$ cat src/source/tag_store_pkg.sv
// Tag store shared definitions
// Widths, vector types, state encodings and the request/response structs
`default_nettype none

package tag_store_pkg;

  // Geometry
  localparam int unsigned NumWays     = 4;
  localparam int unsigned WayBinWidth = $clog2(NumWays);
  localparam int unsigned IndexWidth  = 4;
  localparam int unsigned NumSets     = 2 ** IndexWidth;
  localparam int unsigned TagWidth    = 10;

  typedef logic [NumWays-1:0]     way_ind_t;
  typedef logic [WayBinWidth-1:0] way_bin_t;
  typedef logic [IndexWidth-1:0]  index_t;
  typedef logic [TagWidth-1:0]    tag_t;

  typedef enum logic {
    MODE_LOOKUP = 1'b0,
    MODE_FLUSH  = 1'b1
  } tag_mode_e;

  typedef enum logic [1:0] {
    ST_IDLE  = 2'd0,
    ST_READ  = 2'd1,
    ST_RESP  = 2'd2,
    ST_WRITE = 2'd3
  } ctrl_state_e;

  // Word held in each way RAM
  typedef struct packed {
    logic val;
    logic dit;
    tag_t tag;
  } tag_entry_t;

  // Indicator is a way mask for lookup, one-hot way for flush
  typedef struct packed {
    tag_mode_e mode;
    way_ind_t  indicator;
    index_t    index;
    tag_t      tag;
    logic      dirty;
  } tag_req_t;

  typedef struct packed {
    way_ind_t indicator;
    logic     hit;
    logic     evict;
    tag_t     evict_tag;
  } tag_res_t;

endpackage

`default_nettype wire
$ cat src/source/tag_store.sv
// Last-level cache tag store
// Controller, one tag RAM per way and the victim selector
`timescale 1ns/100ps
`default_nettype none

module tag_store import tag_store_pkg::*; (
  input  wire logic     clk_i,
  input  wire logic     arst_n_i,
  input  wire way_ind_t spm_lock_i,
  input  wire tag_req_t req_i,
  input  wire logic     valid_i,
  output logic          ready_o,
  output tag_res_t      res_o,
  output logic          valid_o,
  input  wire logic     ready_i
);

  way_ind_t                 ram_req;
  way_ind_t                 ram_we;
  index_t                   ram_index;
  tag_entry_t               ram_wdata;
  tag_t                     cmp_tag;
  tag_entry_t [NumWays-1:0] ram_rdata;
  way_ind_t                 ram_match;
  way_ind_t                 way_valid;
  way_ind_t                 way_dirty;
  way_ind_t                 req_mask;
  way_ind_t                 victim;
  logic                     victim_evict;

  tag_store_ctrl u_ctrl (
    .clk_i       (clk_i),
    .arst_n_i    (arst_n_i),
    .req_i       (req_i),
    .valid_i     (valid_i),
    .ready_o     (ready_o),
    .res_o       (res_o),
    .valid_o     (valid_o),
    .ready_i     (ready_i),
    .ram_req_o   (ram_req),
    .ram_we_o    (ram_we),
    .ram_index_o (ram_index),
    .ram_wdata_o (ram_wdata),
    .cmp_tag_o   (cmp_tag),
    .rdata_i     (ram_rdata),
    .match_i     (ram_match),
    .req_mask_o  (req_mask),
    .victim_i    (victim),
    .evict_i     (victim_evict)
  );

  // One RAM per way, status bits gathered for the victim selector
  for (genvar w = 0; w < NumWays; w++) begin : gen_way
    tag_way_ram u_way (
      .clk_i     (clk_i),
      .arst_n_i  (arst_n_i),
      .req_i     (ram_req[w]),
      .we_i      (ram_we[w]),
      .index_i   (ram_index),
      .wdata_i   (ram_wdata),
      .cmp_tag_i (cmp_tag),
      .rdata_o   (ram_rdata[w]),
      .match_o   (ram_match[w])
    );
    assign way_valid[w] = ram_rdata[w].val;
    assign way_dirty[w] = ram_rdata[w].dit;
  end

  tag_victim_select u_victim (
    .valid_i    (way_valid),
    .dirty_i    (way_dirty),
    .spm_lock_i (spm_lock_i),
    .req_mask_i (req_mask),
    .victim_o   (victim),
    .evict_o    (victim_evict)
  );

endmodule

`default_nettype wire

$ cat src/source/tag_store_ctrl.sv
// Tag store controller
// Request FSM, way RAM command steering and response assembly
`timescale 1ns/100ps
`default_nettype none

module tag_store_ctrl import tag_store_pkg::*; (
  input  wire logic                     clk_i,
  input  wire logic                     arst_n_i,
  input  wire tag_req_t                 req_i,
  input  wire logic                     valid_i,
  output logic                          ready_o,
  output tag_res_t                      res_o,
  output logic                          valid_o,
  input  wire logic                     ready_i,
  output way_ind_t                      ram_req_o,
  output way_ind_t                      ram_we_o,
  output index_t                        ram_index_o,
  output tag_entry_t                    ram_wdata_o,
  output tag_t                          cmp_tag_o,
  input  wire tag_entry_t [NumWays-1:0] rdata_i,
  input  wire way_ind_t                 match_i,
  output way_ind_t                      req_mask_o,
  input  wire way_ind_t                 victim_i,
  input  wire logic                     evict_i
);

  ctrl_state_e state_q;
  ctrl_state_e state_d;

  // Accepted request, payload only
  tag_req_t req_q;
  logic     load_req;

  way_ind_t   hit;
  logic       is_hit;
  way_ind_t   sel_way;
  way_bin_t   sel_bin;
  tag_entry_t sel_entry;
  logic       wb_needed;
  tag_entry_t wb_data;

  function automatic way_bin_t onehot_to_bin(way_ind_t oh);
    way_bin_t bin;
    bin = '0;
    for (int unsigned w = 0; w < NumWays; w++) begin
      if (oh[w]) begin
        bin = bin | way_bin_t'(w);
      end
    end
    return bin;
  endfunction

  always_ff @(posedge clk_i) begin
    if (load_req) begin
      req_q <= req_i;
    end
  end

  always_ff @(posedge clk_i or negedge arst_n_i) begin
    if (!arst_n_i) begin
      state_q <= ST_IDLE;
    end else begin
      state_q <= state_d;
    end
  end

  // Compare runs against the stored tag and mask
  assign cmp_tag_o  = req_q.tag;
  assign req_mask_o = req_q.indicator;

  // Match bits of disabled ways may be stale
  assign hit    = match_i & req_q.indicator;
  assign is_hit = |hit;

  // Way the response talks about
  always_comb begin
    if (req_q.mode == MODE_FLUSH) begin
      sel_way = req_q.indicator;
    end else if (is_hit) begin
      sel_way = hit;
    end else begin
      sel_way = victim_i;
    end
  end

  assign sel_bin   = onehot_to_bin(sel_way);
  assign sel_entry = rdata_i[sel_bin];

  // Write-back decision and data
  // A lookup hit only writes when the request is dirty, so dit follows the request
  always_comb begin
    if (req_q.mode == MODE_FLUSH) begin
      wb_needed = 1'b1;
      wb_data   = '0;
    end else begin
      wb_needed = is_hit ? (req_q.dirty && !sel_entry.dit) : (|victim_i);
      wb_data   = '{val: 1'b1, dit: req_q.dirty, tag: req_q.tag};
    end
  end

  // Response from held RAM data, stable while in ST_RESP
  always_comb begin
    res_o.indicator = sel_way;
    if (req_q.mode == MODE_FLUSH) begin
      res_o.hit       = 1'b0;
      res_o.evict     = sel_entry.val & sel_entry.dit;
      res_o.evict_tag = sel_entry.tag;
    end else if (is_hit) begin
      res_o.hit       = 1'b1;
      res_o.evict     = 1'b0;
      res_o.evict_tag = '0;
    end else begin
      res_o.hit       = 1'b0;
      res_o.evict     = evict_i;
      res_o.evict_tag = sel_entry.tag;
    end
  end

  always_comb begin
    state_d     = state_q;
    load_req    = 1'b0;
    ram_req_o   = '0;
    ram_we_o    = '0;
    ram_index_o = req_q.index;
    ram_wdata_o = wb_data;
    unique case (state_q)
      ST_IDLE: begin
        // Read issued in the accept cycle, data lands with the request
        ram_index_o = req_i.index;
        if (valid_i) begin
          ram_req_o = req_i.indicator;
          load_req  = 1'b1;
          state_d   = ST_READ;
        end
      end
      ST_READ: begin
        state_d = ST_RESP;
      end
      ST_RESP: begin
        // RAM idle here so the read word stays put under back-pressure
        if (ready_i) begin
          state_d = wb_needed ? ST_WRITE : ST_IDLE;
        end
      end
      ST_WRITE: begin
        ram_req_o = sel_way;
        ram_we_o  = sel_way;
        state_d   = ST_IDLE;
      end
      default: begin
        state_d = ST_IDLE;
      end
    endcase
  end

  assign ready_o = (state_q == ST_IDLE);
  assign valid_o = (state_q == ST_RESP);

endmodule

`default_nettype wire

$ cat src/source/tag_victim_select.sv
// Victim way selector for a lookup miss
// Fixed priority: invalid way first, then clean way, then any eligible way
`timescale 1ns/100ps
`default_nettype none

module tag_victim_select import tag_store_pkg::*; (
  input  wire way_ind_t valid_i,
  input  wire way_ind_t dirty_i,
  input  wire way_ind_t spm_lock_i,
  input  wire way_ind_t req_mask_i,
  output way_ind_t      victim_o,
  output logic          evict_o
);

  way_ind_t eligible;
  way_ind_t free_ways;
  way_ind_t clean_ways;
  way_ind_t candidates;

  // SPM ways and ways outside the request mask are never replaced
  assign eligible   = req_mask_i & ~spm_lock_i;
  assign free_ways  = eligible & ~valid_i;
  assign clean_ways = eligible & ~dirty_i;

  always_comb begin
    if (|free_ways) begin
      candidates = free_ways;
    end else if (|clean_ways) begin
      candidates = clean_ways;
    end else begin
      candidates = eligible;
    end
  end

  // Isolate lowest set bit
  // Zero when nothing is eligible
  assign victim_o = candidates & (~candidates + way_ind_t'(1));

  // Old line has to go out when it holds modified data
  assign evict_o = |(victim_o & valid_i & dirty_i);

endmodule

`default_nettype wire

$ cat src/source/tag_way_ram.sv
// Tag RAM of one cache way
// Registered read port, reset-cleared entries and tag compare on the read word
`timescale 1ns/100ps
`default_nettype none

module tag_way_ram import tag_store_pkg::*; (
  input  wire logic       clk_i,
  input  wire logic       arst_n_i,
  input  wire logic       req_i,
  input  wire logic       we_i,
  input  wire index_t     index_i,
  input  wire tag_entry_t wdata_i,
  input  wire tag_t       cmp_tag_i,
  output tag_entry_t      rdata_o,
  output logic            match_o
);

  // One entry per set
  tag_entry_t mem [NumSets];
  tag_entry_t rdata_q;

  // All lines start invalid and clean
  always_ff @(posedge clk_i or negedge arst_n_i) begin
    if (!arst_n_i) begin
      for (int unsigned s = 0; s < NumSets; s++) begin
        mem[s] <= '0;
      end
    end else if (req_i && we_i) begin
      mem[index_i] <= wdata_i;
    end
  end

  // Read word is held until the next read
  // Writes leave it untouched
  always_ff @(posedge clk_i or negedge arst_n_i) begin
    if (!arst_n_i) begin
      rdata_q <= '0;
    end else if (req_i && !we_i) begin
      rdata_q <= mem[index_i];
    end
  end

  assign rdata_o = rdata_q;

  // Only a valid line can match
  assign match_o = rdata_q.val && (rdata_q.tag == cmp_tag_i);

endmodule

`default_nettype wire

$ cat config.mk
export PLATFORM = sky130hd
export DESIGN_NAME = tag_store
export DESIGN_NICKNAME = d
export VERILOG_FILES = /design/src/source/tag_store_pkg.sv /design/src/source/tag_store.sv /design/src/source/tag_store_ctrl.sv /design/src/source/tag_victim_select.sv /design/src/source/tag_way_ram.sv
export SDC_FILE = /design/constraint.sdc
export NUM_CORES = 2
export LEC_CHECK = 0
export BUFFER_PORTS_ARGS = -buffer_cell sky130_fd_sc_hd__buf_2
export CORE_ASPECT_RATIO = 0.7
export CORE_MARGIN = 4
export CORE_UTILIZATION = 65
export CTS_CLUSTER_SIZE = 28
export DETAILED_ROUTE_END_ITERATION = 7
export PLACE_DENSITY = 0.82
export SYNTH_ARGS = -nofsm -noshare
export SYNTH_HDL_FRONTEND = slang
export SYNTH_HIERARCHICAL = 1
export SYNTH_SLANG_ARGS = --single-unit
$ cat constraint.sdc
create_clock -name clk_i -period 6.75 [get_ports clk_i]
set_input_delay 0.3375 -clock clk_i [delete_from_list [all_inputs] [get_ports clk_i]]
set_output_delay 0.3375 -clock clk_i [all_outputs]
set_load 0.05 [all_outputs]
==> out/metrics.csv <==
metric,value,unit
outcome,"complete, no violations",
synth-edff-count,20,
overflow,0,
synth_cell_type_count,64,
finClkSkew,0.0192,ns
relSlewSlack,15.9,%
synthCells,2649,
grt_use_total,31.0,%
port_buffers,45,
cp-end-kind,primary output,
yosysTopAreaCell,dfrtp_1,
nNetsFinal,2659,
ys_async_sr_fraction,97.6,%
hold_path.class,in -> reg,
clk_latency,0.63,ns
synth_top_area_share,51.9,%
drt-vias-per-instance,6.77,
netlist_area,0.0395,mm²
routedWlPerCell,28.2,µm
post-synth-top-count-cell,dfrtp_1,
die_w,303,µm
ys_seq_area_share,53.4,%
grt_pass1_vias,24600,
clock-sinks,838,
row_count,75,
htree_levels,3,
max-vdd-ir-drop,258,µV
drive_gt1_share,43.6,%
rsz0062_at_grt,false,
drtIter0Drc,2334,
synth_nets,2680,
detail-route-antenna-nets,0,
period_share,82.9,%
synthFlopType,dfrtp_1,
synth_seq_cells,838,
maxCapViolCount,0,
hpwl,61900,µm
fin_util,71.2,%
numCtsBuffers,78,
pin_count,46,
start_kind,flop,
fp.coreArea,0.0601,mm²
power_density,318,mW/mm²
max_freq,0.179,GHz
syn_to_final_growth,8.29,%
vias,23600,
cts_tree,yes,
postCtsSetupRepairBufs,0,
start_util,65.7,%
period_minus_slack,5.60,ns
cts-root-buf,clkbuf_16,
critical_path_required,6.41,ns
cts_buffer_depth,3,
dr.pass1.iters,7,
final_hold_viol_count,0,
antenna_found_initial,2,
dieArea,0.0648,mm²
avgSynthCellArea,14.9,µm²
ys.warnings.count,6,
grt_max_degree,193,
slew_violations,0,
setup_viol,0,
drcViolationCount,0,
clk_pin_slew,0.06,ns
grt_pass1_wl,153000,µm
synth_common_cells,"dfrtp_1, mux2_2, mux4_2",
worstPathArrival,5.26,ns
critical_path_class,reg -> out,
gp_congestion,0.899,
routed_wl,98600,µm
chipHeight,214,µm
tightest_slew,1.26,ns
cts.repair.resized,0,
holdBufCountCts,18,
worst-path-max-fanout,20,
synth_area_leaders,"dfrtp_1, mux2_2, mux4_2",
tns,0,ns
p_leak,20.6,nW
-- registers in the layout, indices dropped and copies added, names as in the netlist --
register               cells
gen_way.u_way/mem        768
gen_way.u_way/rdata_o     48
u_ctrl/cmp_tag_o          10
u_ctrl/req_q               6
u_ctrl/req_mask_o          4
u_ctrl/state_q             2
-- layout make-up --
type | instances | area (µm²)
Multi-Input combinational cell | 1579 | 17200
Clock inverter | 18 | 226
Sequential cell | 838 | 21100
Timing Repair Buffer | 122 | 908
Antenna cell | 2 | 5.00
Clock buffer | 114 | 2280
Inverter | 9 | 33.8
Tap cell | 808 | 1010
Fill cell | 3831 | 17300
-- worst paths after layout --
path | from | to | slack, ns | cells after the start
worst min register to register | gen_way[0].u_way/mem[42] | gen_way[0].u_way/mem[42] | 0.48 | 1
worst max register to register | u_ctrl/req_mask_o[1] | gen_way[3].u_way/mem[97] | 1.27 | 14
worst min-delay path | req_i[16] | u_ctrl/req_mask_o[1] | 0.04 | 1
min in group asynchronous | arst_n_i | gen_way[0].u_way/mem[55] | 0.47 | 2
max in group asynchronous | arst_n_i | gen_way[1].u_way/mem[135] | 4.55 | 3
worst max-delay path | u_ctrl/req_mask_o[3] | res_o[0] | 1.15 | 13
-- report_power, final --
part	leakage [nW]	internal, mW	total [mW]	switching, mW
logic	7.85	1.19	3.44	2.25
registers	11.5	5.34	5.77	0.423
clock network	1.23	2.53	4.40	1.87
total	20.6	9.06	13.6	4.55
-- critical path, cell delays in order, from the launching register on --
cell	delay, ns
edfxtp_1	0.49
nor3b_1	0.21
or4_4	0.59
a221oi_2	0.42
or2b_1	0.21
nor3_1	0.07
inv_1	0.07
o31a_1	0.42
clkinv_1	0.39
nor2_1	0.23
buf_4	0.27
o22ai_1	0.12
a211oi_1	0.74
buf_2	0.40
-- layout by cell type, fill, tap and decap left out, types with 52 or more instances in the layout --
cell type and count:
dfrtp_1 818, buf_4 55, mux2_4 80, clkbuf_16 80
a31oi_1 52, mux2i_1 97, mux2_2 638, mux4_2 144
nor2_1 101, nand2_1 64, mux2_1 52
-- layer usage --
layer / track usage, % / vias to the layer above / share of wire [%]
met5: 0 / - / 0
met4: 9.24 / 0 / 3.0
met1: 48.1 / 12700 / 45
met2: 45.0 / 900 / 45
met3: 6.40 / 176 / 7.8
li1: - / 9794 / -
-- logic make-up (layout without fill, tap and decap cells) --
kind of cell             after synthesis  in the layout  synth area share, %
other                                  0              2                    0
AND/OR/NAND/NOR                      298            298                 4.32
adder cells (fa/ha/maj)                3              3               0.0951
buffers and inverters                232            263                 3.30
XOR/XNOR                              40             40                0.888
flip-flops                           838            838                 53.4
multiplexers                        1013           1013                 33.5
AO/OA/AOI/OAI                        225            225                 4.56
-- per-stage QoR --
| step | hold slack (ns) | cell area [µm²] | total power [mW] | setup slack [ns] | std cells |
|---|---|---|---|---|---|
| after floorplan | 0.0419 | 39500 | 8.14 | 2.16 | 2649 |
| final | 0.0401 | 42700 | 13.6 | 1.15 | 3490 |
| after global routing | 0.0176 | 42700 | 14.1 | 0.974 | 3488 |
| after global placement | 0.467 | 40100 | 9.15 | 1.64 | 3338 |
| after detailed placement | 0.474 | 40100 | 9.22 | 1.52 | 3338 |
| after CTS | 0.00733 | 42700 | 13.6 | 1.25 | 3488 |
Power figures use the tool's default switching activity.
